==> src/spi_solo_cfg.svh <==
//////////////////////////////
// spi solo configuration
// clock ratio, field widths, FIFO depth
// and chip-select setup/hold periods
//////////////////////////////
`ifndef SPI_SOLO_CFG_SVH
`define SPI_SOLO_CFG_SVH

// system clocks per SCK period, even and at least 4
`define SPI_CLK_RATIO 8
// byte-count field width, up to 15 bytes
`define SPI_LEN_BITS 4
// wait field width, in bit periods
`define SPI_WAIT_BITS 2
// bit-period timer width, covers 8 x 15
`define SPI_TIMER_BITS 7
// SCK periods per setup and hold state
`define SPI_SS_PERIODS 4
// default entries per FIFO
`define SPI_FIFO_DEPTH 16

`endif
==> src/spi_solo_pkg.sv <==
//////////////////////////////
// spi solo shared types
// data vectors, command and bus structs,
// and the frame sequencer states
//////////////////////////////
`include "spi_solo_cfg.svh"

package spi_solo_pkg;

  ////////////////////////////// vectors
  // one data byte on the bus
  typedef logic [7:0] byte_t;
  // byte count for tx and rx
  typedef logic [`SPI_LEN_BITS-1:0] len_t;
  // wait in bit periods between tx and rx
  typedef logic [`SPI_WAIT_BITS-1:0] wait_t;
  // fall ticks counted within one state
  typedef logic [`SPI_TIMER_BITS-1:0] timer_t;
  // position within one SCK period
  typedef logic [$clog2(`SPI_CLK_RATIO)-1:0] phase_t;

  ////////////////////////////// structs
  // one frame request, latched on go
  typedef struct packed {
    len_t  tx_len;
    len_t  rx_len;
    wait_t wait_cyc;
  } spi_cmd_t;

  // mode 0 bus outputs toward the peripheral
  typedef struct packed {
    logic sck;
    logic csn;
    logic copi;
  } spi_bus_t;

  ////////////////////////////// states
  // frame order, idle first
  typedef enum logic [2:0] {
    seq_idle, seq_start_deselect, seq_start_select, seq_tx,
    seq_wait, seq_rx, seq_stop_select, seq_stop_deselect
  } seq_state_e;

endpackage

==> src/spi_solo_top.sv <==
//////////////////////////////
// spi solo top level
// mode 0 single-peripheral master with
// transmit and receive byte FIFOs
//////////////////////////////
`timescale 1ns/1ps
`include "spi_solo_cfg.svh"

module spi_solo_top (
  input  logic                   i_ext_spi_clk_x,
  input  logic                   i_srst,
  // frame request
  input  logic                   go_i,
  input  spi_solo_pkg::spi_cmd_t cmd_i,
  output logic                   idle_o,
  // transmit queue
  input  logic                   tx_enqueue_i,
  input  spi_solo_pkg::byte_t    tx_data_i,
  output logic                   tx_ready_o,
  // receive queue
  input  logic                   rx_dequeue_i,
  output spi_solo_pkg::byte_t    rx_data_o,
  output logic                   rx_avail_o,
  // bus
  output spi_solo_pkg::spi_bus_t spi_o,
  input  logic                   cipo_i
);
  import spi_solo_pkg::*;

  // transmit side
  byte_t tx_head;
  logic  tx_pop;
  logic  tx_empty;
  logic  tx_full;
  // receive side
  byte_t rx_byte;
  logic  rx_push;
  logic  rx_empty;
  // bus timing
  logic  sck_lvl;
  logic  rise_tick;
  logic  fall_tick;
  logic  in_rx;

  assign tx_ready_o = !tx_full;
  assign rx_avail_o = !rx_empty;

  ////////////////////////////// FIFOs
  spi_sync_fifo #(.DEPTH(`SPI_FIFO_DEPTH)) u_tx_fifo (
    .i_ext_spi_clk_x (i_ext_spi_clk_x),
    .i_srst          (i_srst),
    .wr_i            (tx_enqueue_i),
    .wr_data_i       (tx_data_i),
    .rd_i            (tx_pop),
    .rd_data_o       (tx_head),
    .empty_o         (tx_empty),
    .full_o          (tx_full)
  );

  // a full receive FIFO drops bytes, flag not needed
  spi_sync_fifo #(.DEPTH(`SPI_FIFO_DEPTH)) u_rx_fifo (
    .i_ext_spi_clk_x (i_ext_spi_clk_x),
    .i_srst          (i_srst),
    .wr_i            (rx_push),
    .wr_data_i       (rx_byte),
    .rd_i            (rx_dequeue_i),
    .rd_data_o       (rx_data_o),
    .empty_o         (rx_empty),
    .full_o          ()
  );

  ////////////////////////////// bus engine
  spi_clk_phase u_clk_phase (
    .i_ext_spi_clk_x (i_ext_spi_clk_x),
    .i_srst          (i_srst),
    .sck_lvl_o       (sck_lvl),
    .rise_tick_o     (rise_tick),
    .fall_tick_o     (fall_tick)
  );

  spi_bus_seq u_bus_seq (
    .i_ext_spi_clk_x (i_ext_spi_clk_x),
    .i_srst          (i_srst),
    .go_i            (go_i),
    .cmd_i           (cmd_i),
    .idle_o          (idle_o),
    .sck_lvl_i       (sck_lvl),
    .fall_tick_i     (fall_tick),
    .tx_head_i       (tx_head),
    .tx_empty_i      (tx_empty),
    .tx_pop_o        (tx_pop),
    .in_rx_o         (in_rx),
    .spi_o           (spi_o)
  );

  spi_rx_shift u_rx_shift (
    .i_ext_spi_clk_x (i_ext_spi_clk_x),
    .i_srst          (i_srst),
    .rise_tick_i     (rise_tick),
    .in_rx_i         (in_rx),
    .cipo_i          (cipo_i),
    .rx_push_o       (rx_push),
    .rx_byte_o       (rx_byte)
  );

endmodule

==> src/spi_rx_shift.sv <==
//////////////////////////////
// receive shifter
// samples CIPO on SCK rise ticks
// and pushes each full byte
//////////////////////////////
`timescale 1ns/1ps
`include "spi_solo_cfg.svh"

module spi_rx_shift (
  input  logic                i_ext_spi_clk_x,
  input  logic                i_srst,
  input  logic                rise_tick_i,
  input  logic                in_rx_i,
  input  logic                cipo_i,
  output logic                rx_push_o,
  output spi_solo_pkg::byte_t rx_byte_o
);
  import spi_solo_pkg::*;

  byte_t      shreg;
  logic [2:0] bit_cnt;
  logic       sample;

  assign sample = rise_tick_i && in_rx_i;

  // bit count and push strobe
  always_ff @(posedge i_ext_spi_clk_x) begin
    if (i_srst) begin
      bit_cnt   <= '0;
      rx_push_o <= 1'b0;
    end else begin
      // eighth bit lands with the count wrapping
      rx_push_o <= sample && (bit_cnt == 3'd7);
      if (!in_rx_i) begin
        bit_cnt <= '0;
      end else if (sample) begin
        bit_cnt <= bit_cnt + 1'b1;
      end
    end
  end

  // msb arrives first, shifts in at the lsb
  always_ff @(posedge i_ext_spi_clk_x) begin
    if (!in_rx_i) begin
      shreg <= '0;
    end else if (sample) begin
      shreg <= {shreg[6:0], cipo_i};
    end
  end

  assign rx_byte_o = shreg;

endmodule

==> src/spi_bus_seq.sv <==
//////////////////////////////
// SPI frame sequencer
// command latch, bit-period timer and
// mode 0 frame FSM driving SCK, CSN, COPI
// and the transmit FIFO pop
//////////////////////////////
`timescale 1ns/1ps
`include "spi_solo_cfg.svh"

module spi_bus_seq (
  input  logic                   i_ext_spi_clk_x,
  input  logic                   i_srst,
  input  logic                   go_i,
  input  spi_solo_pkg::spi_cmd_t cmd_i,
  output logic                   idle_o,
  input  logic                   sck_lvl_i,
  input  logic                   fall_tick_i,
  input  spi_solo_pkg::byte_t    tx_head_i,
  input  logic                   tx_empty_i,
  output logic                   tx_pop_o,
  output logic                   in_rx_o,
  output spi_solo_pkg::spi_bus_t spi_o
);
  import spi_solo_pkg::*;

  // last timer value of each setup and hold state
  localparam timer_t SS_LAST = timer_t'(`SPI_SS_PERIODS - 1);

  // latched request
  spi_cmd_t   cmd_q;
  logic       pending_q;
  // frame FSM and its timer
  seq_state_e state_q;
  seq_state_e state_d;
  timer_t     timer_q;
  // last timer value of each data state
  timer_t     tx_last;
  timer_t     wait_last;
  timer_t     rx_last;
  logic       go_ok;
  logic       clk_run;

  ////////////////////////////// command latch
  // go only counts while idle with nothing latched
  assign go_ok  = go_i && idle_o;
  assign idle_o = (state_q == seq_idle) && !pending_q;

  always_ff @(posedge i_ext_spi_clk_x) begin
    if (go_ok) begin
      cmd_q <= cmd_i;
    end
  end

  ////////////////////////////// state limits
  // 8 bits per byte, count is zero based
  assign tx_last   = {cmd_q.tx_len, 3'b000} - timer_t'(1);
  assign rx_last   = {cmd_q.rx_len, 3'b000} - timer_t'(1);
  assign wait_last = timer_t'(cmd_q.wait_cyc) - timer_t'(1);

  ////////////////////////////// frame FSM
  always_comb begin
    state_d = state_q;
    case (state_q)
      seq_idle: begin
        if (pending_q) state_d = seq_start_deselect;
      end
      seq_start_deselect: begin
        if (timer_q == SS_LAST) state_d = seq_start_select;
      end
      seq_start_select: begin
        if (timer_q == SS_LAST) state_d = seq_tx;
      end
      seq_tx: begin
        // skip wait and rx for a write-only frame
        if (timer_q == tx_last) begin
          if (cmd_q.rx_len == '0) begin
            state_d = seq_stop_select;
          end else if (cmd_q.wait_cyc == '0) begin
            state_d = seq_rx;
          end else begin
            state_d = seq_wait;
          end
        end
      end
      seq_wait: begin
        if (timer_q == wait_last) state_d = seq_rx;
      end
      seq_rx: begin
        if (timer_q == rx_last) state_d = seq_stop_select;
      end
      seq_stop_select: begin
        if (timer_q == SS_LAST) state_d = seq_stop_deselect;
      end
      seq_stop_deselect: begin
        if (timer_q == SS_LAST) state_d = seq_idle;
      end
      default: state_d = seq_idle;
    endcase
  end

  // state and timer move only on SCK falling ticks
  always_ff @(posedge i_ext_spi_clk_x) begin
    if (i_srst) begin
      state_q   <= seq_idle;
      timer_q   <= '0;
      pending_q <= 1'b0;
    end else begin
      if (go_ok) begin
        pending_q <= 1'b1;
      end else if (fall_tick_i && (state_q == seq_idle)) begin
        // frame starts, request consumed
        pending_q <= 1'b0;
      end
      if (fall_tick_i) begin
        state_q <= state_d;
        if ((state_d != state_q) || (state_q == seq_idle)) begin
          timer_q <= '0;
        end else begin
          timer_q <= timer_q + timer_t'(1);
        end
      end
    end
  end

  ////////////////////////////// bus decode
  // clock runs through tx, wait and rx only
  assign clk_run = (state_q == seq_tx) || (state_q == seq_wait) || (state_q == seq_rx);
  assign in_rx_o = (state_q == seq_rx);

  always_comb begin
    spi_o.sck  = clk_run && sck_lvl_i;
    spi_o.csn  = (state_q == seq_idle) || (state_q == seq_start_deselect) ||
                 (state_q == seq_stop_deselect);
    spi_o.copi = 1'b0;
    // msb first from the FIFO head
    if ((state_q == seq_tx) && !tx_empty_i) begin
      spi_o.copi = tx_head_i[3'd7 - timer_q[2:0]];
    end
  end

  // pop on the fall tick closing each byte's last bit
  assign tx_pop_o = fall_tick_i && (state_q == seq_tx) && (timer_q[2:0] == 3'd7) &&
                    !tx_empty_i;

  ////////////////////////////// checks
  a_go_len : assert property (@(posedge i_ext_spi_clk_x) disable iff (i_srst)
    go_ok |-> (cmd_i.tx_len != '0))
    else $error("go accepted with zero tx length");

  // mode 0, clock parked low outside the select window
  a_sck_csn : assert property (@(posedge i_ext_spi_clk_x) disable iff (i_srst)
    spi_o.csn |-> !spi_o.sck)
    else $error("sck high while csn high");

endmodule

==> src/spi_clk_phase.sv <==
//////////////////////////////
// SCK phase generator
// free-running phase count with
// level and edge tick decode
//////////////////////////////
`timescale 1ns/1ps
`include "spi_solo_cfg.svh"

module spi_clk_phase (
  input  logic i_ext_spi_clk_x,
  input  logic i_srst,
  output logic sck_lvl_o,
  output logic rise_tick_o,
  output logic fall_tick_o
);
  import spi_solo_pkg::*;

  localparam int HALF = `SPI_CLK_RATIO / 2;

  phase_t phase;

  // one step per system clock, wraps at the ratio
  always_ff @(posedge i_ext_spi_clk_x) begin
    if (i_srst) begin
      phase <= '0;
    end else if (phase == phase_t'(`SPI_CLK_RATIO - 1)) begin
      phase <= '0;
    end else begin
      phase <= phase + 1'b1;
    end
  end

  // high half first, rising edge at phase 0
  assign sck_lvl_o   = (phase < phase_t'(HALF));
  assign rise_tick_o = (phase == '0);
  // falling edge in the middle of the period
  assign fall_tick_o = (phase == phase_t'(HALF));

  // edges must never coincide
  a_tick_excl : assert property (@(posedge i_ext_spi_clk_x) disable iff (i_srst)
    !(rise_tick_o && fall_tick_o))
    else $error("rise and fall tick together");

endmodule

==> src/spi_sync_fifo.sv <==
//////////////////////////////
// synchronous byte FIFO
// first-word-fall-through head, writes
// dropped when full, reads ignored when empty
//////////////////////////////
`timescale 1ns/1ps
`include "spi_solo_cfg.svh"

module spi_sync_fifo #(
  parameter int DEPTH = `SPI_FIFO_DEPTH
) (
  input  logic                i_ext_spi_clk_x,
  input  logic                i_srst,
  input  logic                wr_i,
  input  spi_solo_pkg::byte_t wr_data_i,
  input  logic                rd_i,
  output spi_solo_pkg::byte_t rd_data_o,
  output logic                empty_o,
  output logic                full_o
);
  import spi_solo_pkg::*;

  localparam int PTR_BITS = (DEPTH > 1) ? $clog2(DEPTH) : 1;
  localparam int CNT_BITS = $clog2(DEPTH + 1);

  // storage, no reset on payload
  byte_t                mem [DEPTH];
  logic [PTR_BITS-1:0]  wr_ptr;
  logic [PTR_BITS-1:0]  rd_ptr;
  logic [CNT_BITS-1:0]  count;
  logic                 do_wr;
  logic                 do_rd;

  // qualified strokes
  assign do_wr = wr_i && !full_o;
  assign do_rd = rd_i && !empty_o;

  assign empty_o   = (count == '0);
  assign full_o    = (count == CNT_BITS'(DEPTH));
  // head shown without a read latency
  assign rd_data_o = mem[rd_ptr];

  always_ff @(posedge i_ext_spi_clk_x) begin
    if (do_wr) begin
      mem[wr_ptr] <= wr_data_i;
    end
  end

  // pointers wrap at DEPTH, count tracks occupancy
  always_ff @(posedge i_ext_spi_clk_x) begin
    if (i_srst) begin
      wr_ptr <= '0;
      rd_ptr <= '0;
      count  <= '0;
    end else begin
      if (do_wr) begin
        wr_ptr <= (wr_ptr == PTR_BITS'(DEPTH - 1)) ? '0 : wr_ptr + 1'b1;
      end
      if (do_rd) begin
        rd_ptr <= (rd_ptr == PTR_BITS'(DEPTH - 1)) ? '0 : rd_ptr + 1'b1;
      end
      if (do_wr && !do_rd) begin
        count <= count + 1'b1;
      end else if (do_rd && !do_wr) begin
        count <= count - 1'b1;
      end
    end
  end

  // occupancy stays in range across any push/pop mix
  a_count_range : assert property (@(posedge i_ext_spi_clk_x) disable iff (i_srst)
    count <= CNT_BITS'(DEPTH))
    else $error("fifo count above depth");

endmodule

==> config.mk <==
export PLATFORM = sky130hd
export DESIGN_NAME = spi_solo_top
export DESIGN_NICKNAME = d
export VERILOG_FILES = /design/src/spi_solo_pkg.sv /design/src/spi_solo_top.sv /design/src/spi_rx_shift.sv /design/src/spi_bus_seq.sv /design/src/spi_clk_phase.sv /design/src/spi_sync_fifo.sv
export VERILOG_INCLUDE_DIRS = /design/src
export SDC_FILE = /design/constraint.sdc
export NUM_CORES = 1
export LEC_CHECK = 0
export BUFFER_PORTS_ARGS = -buffer_cell sky130_fd_sc_hd__buf_2
export CELL_PAD_IN_SITES_DETAIL_PLACEMENT = 2
export CELL_PAD_IN_SITES_GLOBAL_PLACEMENT = 2
export CORE_ASPECT_RATIO = 1.75
export CORE_MARGIN = 2
export CORE_UTILIZATION = 25
export DETAILED_ROUTE_END_ITERATION = 12
export GPL_ROUTABILITY_DRIVEN = 0
export PLACE_DENSITY_LB_ADDON = 0.2
export SKIP_LAST_GASP = 1
export SLEW_MARGIN = 10
export SYNTH_ARGS = -nofsm -noshare
export SYNTH_HDL_FRONTEND = slang
export SYNTH_SLANG_ARGS = --single-unit
==> constraint.sdc <==
create_clock -name i_ext_spi_clk_x -period 3.9 [get_ports i_ext_spi_clk_x]
set_input_delay 0.585 -clock i_ext_spi_clk_x [delete_from_list [all_inputs] [get_ports i_ext_spi_clk_x]]
set_output_delay 0.585 -clock i_ext_spi_clk_x [all_outputs]
set_load 0.03 [all_outputs]
==> results.txt <==
----------------------------------------------------
[Job]
  Number of violations of the max-capacitance limit ... 0

[Die]
  Number of cell rows ... 112
  Die H ... 311 microns
  Floorplan Core Area ... 53,300 sq um
  Number of top-level design ports ... 38
  Effective utilization at floorplan ... 25.3%
  Chip Width ... 180 microns
  Area of the die ... 55,900 sq um

[Global route]
  Overall fraction of global-route tracks in use ... 12.8%
  Vias in the first global route ... 8,411
  GRT Residual Overflow ... 0
  Global-route wire length before repair ... 53,500 microns
  Antenna violations before repair ... 2
  Pin count of the biggest net entering global routing ... 33

[Route]
  Final WL ... 35,100 microns
  Average routed wire per standard cell ... 21.8 microns
  Total number of vias ... 7,270
  Drt via density ... 4.51
  Violation count after the first detailed-route iteration ... 301
  Number of design rule violations left after detail routing ... 0
  Number of nets still failing antenna checks after routing ... 0
  Drt first pass iters ... 6

[Clock tree]
  Post-CTS sizing ... 0
  Level count of the clock H-tree ... 2
  CTS tree ... built
  Clock transition at path regs ... 0.06 ns
  Sink Count ... 326
  Buffer depth of the longest clock path ... 3
  Clk root buf ... sky130_fd_sc_hd__clkbuf_16
  CTS Buf Count ... 35
  Hold buffer count at cts ... 0
  Number of post-CTS setup repair buffers ... 0
  Clock latency at the later pin of the worst-skew pair ... 0.54 ns

[Timing]
  Hold Fails Final Rpt ... 0
  Min Tclk post-route ... 3.64 ns
  Remaining max-slew budget at the tightest pin ... 25.9%
  RSZ-0062 raised after global routing ... no
  Min Hold Slack ... 0.224 ns
  Max-slew violation count ... 0
  Count of final setup violators ... 0
  Final worst path period share ... 93.4%
  Transition time at the pin with the least slew margin ... 1.11 ns
  Setup Total Neg Slack ... 0 ns
  Achievable clock frequency ... 275 MHz
  Final setup slack of the worst path ... 0.258 ns
  Clock skew ... 0.0274 ns

[Logic synthesis]
  Synthesized cell area ... 13,500 sq um
  Top flip-flop cell by instance count after synthesis ... sky130_fd_sc_hd__edfxtp_1
  #FFs+latches synth ... 326
  Number of distinct library cells after synthesis ... 49
  Number of enable flip-flop cells after synthesis ... 266
  Sequential cell area fraction in the yosys report ... 68.2%
  Count of warnings emitted by yosys ... 0
  Async S/R FF share, synth ... 0%
  Synth area leader ... sky130_fd_sc_hd__edfxtp_1
  Syn_area_per_cell ... 16.1 sq um
  Mapped Nets ... 891
  Post-synthesis cell count ... 835
  Synth top area cells ... sky130_fd_sc_hd__edfxtp_1 (59%), sky130_fd_sc_hd__mux4_2 (11%), sky130_fd_sc_hd__dfxtp_1 (8.9%)
  Share of the synthesized area in the top cell type ... 59.3%

[Critical path]
  Critical path start-end classification ... register to output port
  Sort of element at the end of the critical path ... output port
  Slowest cell on the critical path ... sky130_fd_sc_hd__dfxtp_2
  Largest stage delay on the critical path ... 0.56 ns
  Cell breakdown of the critical path ... buf_4 > mux4_1 > mux4_2 > o211a_1 > o22ai_1 > nor2_1 > buf_2
  Worst path arrival time ... 3.06 ns
  Data required, critical path ... 3.31 ns
  Highest fanout seen on the critical path ... 10
  Worst Setup Start Kind ... register

[Pwr]
  Power per Cell Area ... 508 nW/um^2
  Worst VDD drop ... 0.000400 V
  Leakage power ... 0.00515 uW

[Cells and area]
  Share of cells above drive strength 1 ... 20.7%
  Area Overhead vs Synth ... 16.5%
  Final nets ... 958

[Placed design]
  Port Buffer Count ... 37
  Detailed placement HPWL ... 25,500 microns
  DP Worst Slack ... 0.722 ns

[Outcome]
  Status ... completed

[Hold path]
  Worst min-delay path class ... primary input to register

----------------------------------------------------
routing by layer:
layer | GRT usage (%) | vias up | part of all wire, %
met5 | 0 | - | 0.074
met2 | 27.3 | 89 | 62
met3 | 2.13 | 47 | 3.1
met4 | 3.64 | 4 | 2.0
li1 | - | 3348 | -
met1 | 11.9 | 3782 | 33
critical path: cells and delay by family (launching register included):
family                 cells  cell delay [ns]
AND/OR/NAND/NOR            1             0.09
multiplexers               2             1.06
AO/OA/AOI/OAI              2             0.36
buffers and inverters      2             0.45
flip-flops                 1             0.56
synthesized netlist by cell type, types with 3 or more instances:
cell,count
sky130_fd_sc_hd__and2_1,3
sky130_fd_sc_hd__xor2_1,12
sky130_fd_sc_hd__a311oi_1,3
sky130_fd_sc_hd__a21o_1,6
sky130_fd_sc_hd__mux2i_1,18
sky130_fd_sc_hd__buf_2,11
sky130_fd_sc_hd__buf_1,5
sky130_fd_sc_hd__and3_1,5
sky130_fd_sc_hd__nand2_1,57
sky130_fd_sc_hd__or3_1,5
sky130_fd_sc_hd__dfxtp_1,60
sky130_fd_sc_hd__mux4_1,8
sky130_fd_sc_hd__mux4_2,65
sky130_fd_sc_hd__nand2b_1,9
sky130_fd_sc_hd__edfxtp_1,266
sky130_fd_sc_hd__clkbuf_1,25
sky130_fd_sc_hd__nand3_1,10
sky130_fd_sc_hd__xnor2_1,16
sky130_fd_sc_hd__a31oi_1,6
sky130_fd_sc_hd__a41oi_1,4
sky130_fd_sc_hd__nand4_1,7
sky130_fd_sc_hd__nor2b_1,4
sky130_fd_sc_hd__nor3_1,18
sky130_fd_sc_hd__nor4_1,7
sky130_fd_sc_hd__o21ai_0,11
sky130_fd_sc_hd__ha_1,30
sky130_fd_sc_hd__a21oi_1,39
sky130_fd_sc_hd__o22ai_1,5
sky130_fd_sc_hd__nor2_1,69
sky130_fd_sc_hd__inv_1,26
per-stage QoR:
step / total power, uW / area (sq um) / util (%) / instances
2_1_floorplan: 4570 / 13500 / - / 835
3_3_place_gp: 4820 / 14600 / 27.4 / 1549
3_5_place_dp: 4850 / 14600 / 27.4 / 1549
4_1_cts: 8150 / 15700 / 29.5 / 1611
5_1_grt: 8330 / 15700 / 29.5 / 1611
6_report: 7980 / 15700 / 29.5 / 1612
path summary, 6_finish.rpt:
path | slack (ns) | endpoint | startpoint | cells after the start
max reg2reg | 0.74 | u_tx_fifo.count[4] | u_bus_seq.state_q[1] | 12
min | 0.22 | u_bus_seq.cmd_q[2] | cmd_i[2] | 1
min reg2reg | 0.47 | u_clk_phase.phase[0] | u_clk_phase.phase[0] | 1
max | 0.26 | spi_o[0] | register | 7
kinds of logic after synthesis:
kind of cell	synth area share [%]
flip-flops	68.2
AND/OR/NAND/NOR	6.95
multiplexers	13.8
AO/OA/AOI/OAI	3.94
buffers and inverters	2.28
adder cells (fa/ha/maj)	3.08
XOR/XNOR	1.82
cell type report:
type | instances | area, sq um
well taps | 684 | 856
fillers | 5530 | 37500
diodes | 1 | 2.50
inverters | 26 | 97.6
clock buffers | 43 | 937
multi-input cells | 439 | 3980
repair buffers | 74 | 475
clock inverters | 19 | 164
flip-flops and latches | 326 | 9190
sequential cells by signal, summed over array words and instances (netlist names), named ones only:
name,flops
u_tx_fifo.rd_ptr,4
u_bus_seq.pending_q,1
u_rx_fifo.mem,128
u_rx_fifo.rd_ptr,4
u_rx_fifo.wr_ptr,4
u_rx_shift.rx_byte_o,8
u_rx_shift.bit_cnt,3
u_rx_shift.rx_push_o,1
u_tx_fifo.wr_ptr,4
u_clk_phase.phase,3
u_bus_seq.cmd_q,10
u_tx_fifo.count,5
u_bus_seq.state_q,3
u_rx_fifo.count,5
u_tx_fifo.mem,128
u_bus_seq.timer_q,7
where the power goes:
part	internal [uW]	switching, uW
Sequential	3820	89.8
Clock	1850	1400
Combinational	366	455
layout by cell type (no fill, tap or decap), drive strengths merged, types with 6 or more instances in the layout:
| master | count |
|---|---|
| dfxtp | 60 |
| nor3 | 18 |
| inv | 28 |
| clkinv | 14 |
| edfxtp | 266 |
| clkbuf | 43 |
| a21o | 6 |
| o21ai | 11 |
| buf | 74 |
| nor2 | 69 |
| a21oi | 39 |
| nand2 | 57 |
| ha | 30 |
| xor2 | 12 |
| nand2b | 9 |
| nor4 | 7 |
| mux2i | 18 |
| xnor2 | 16 |
| nand3 | 10 |
| a31oi | 6 |
| mux4 | 73 |
| nand4 | 7 |
Note: power is estimated with default switching activity, not from simulation.
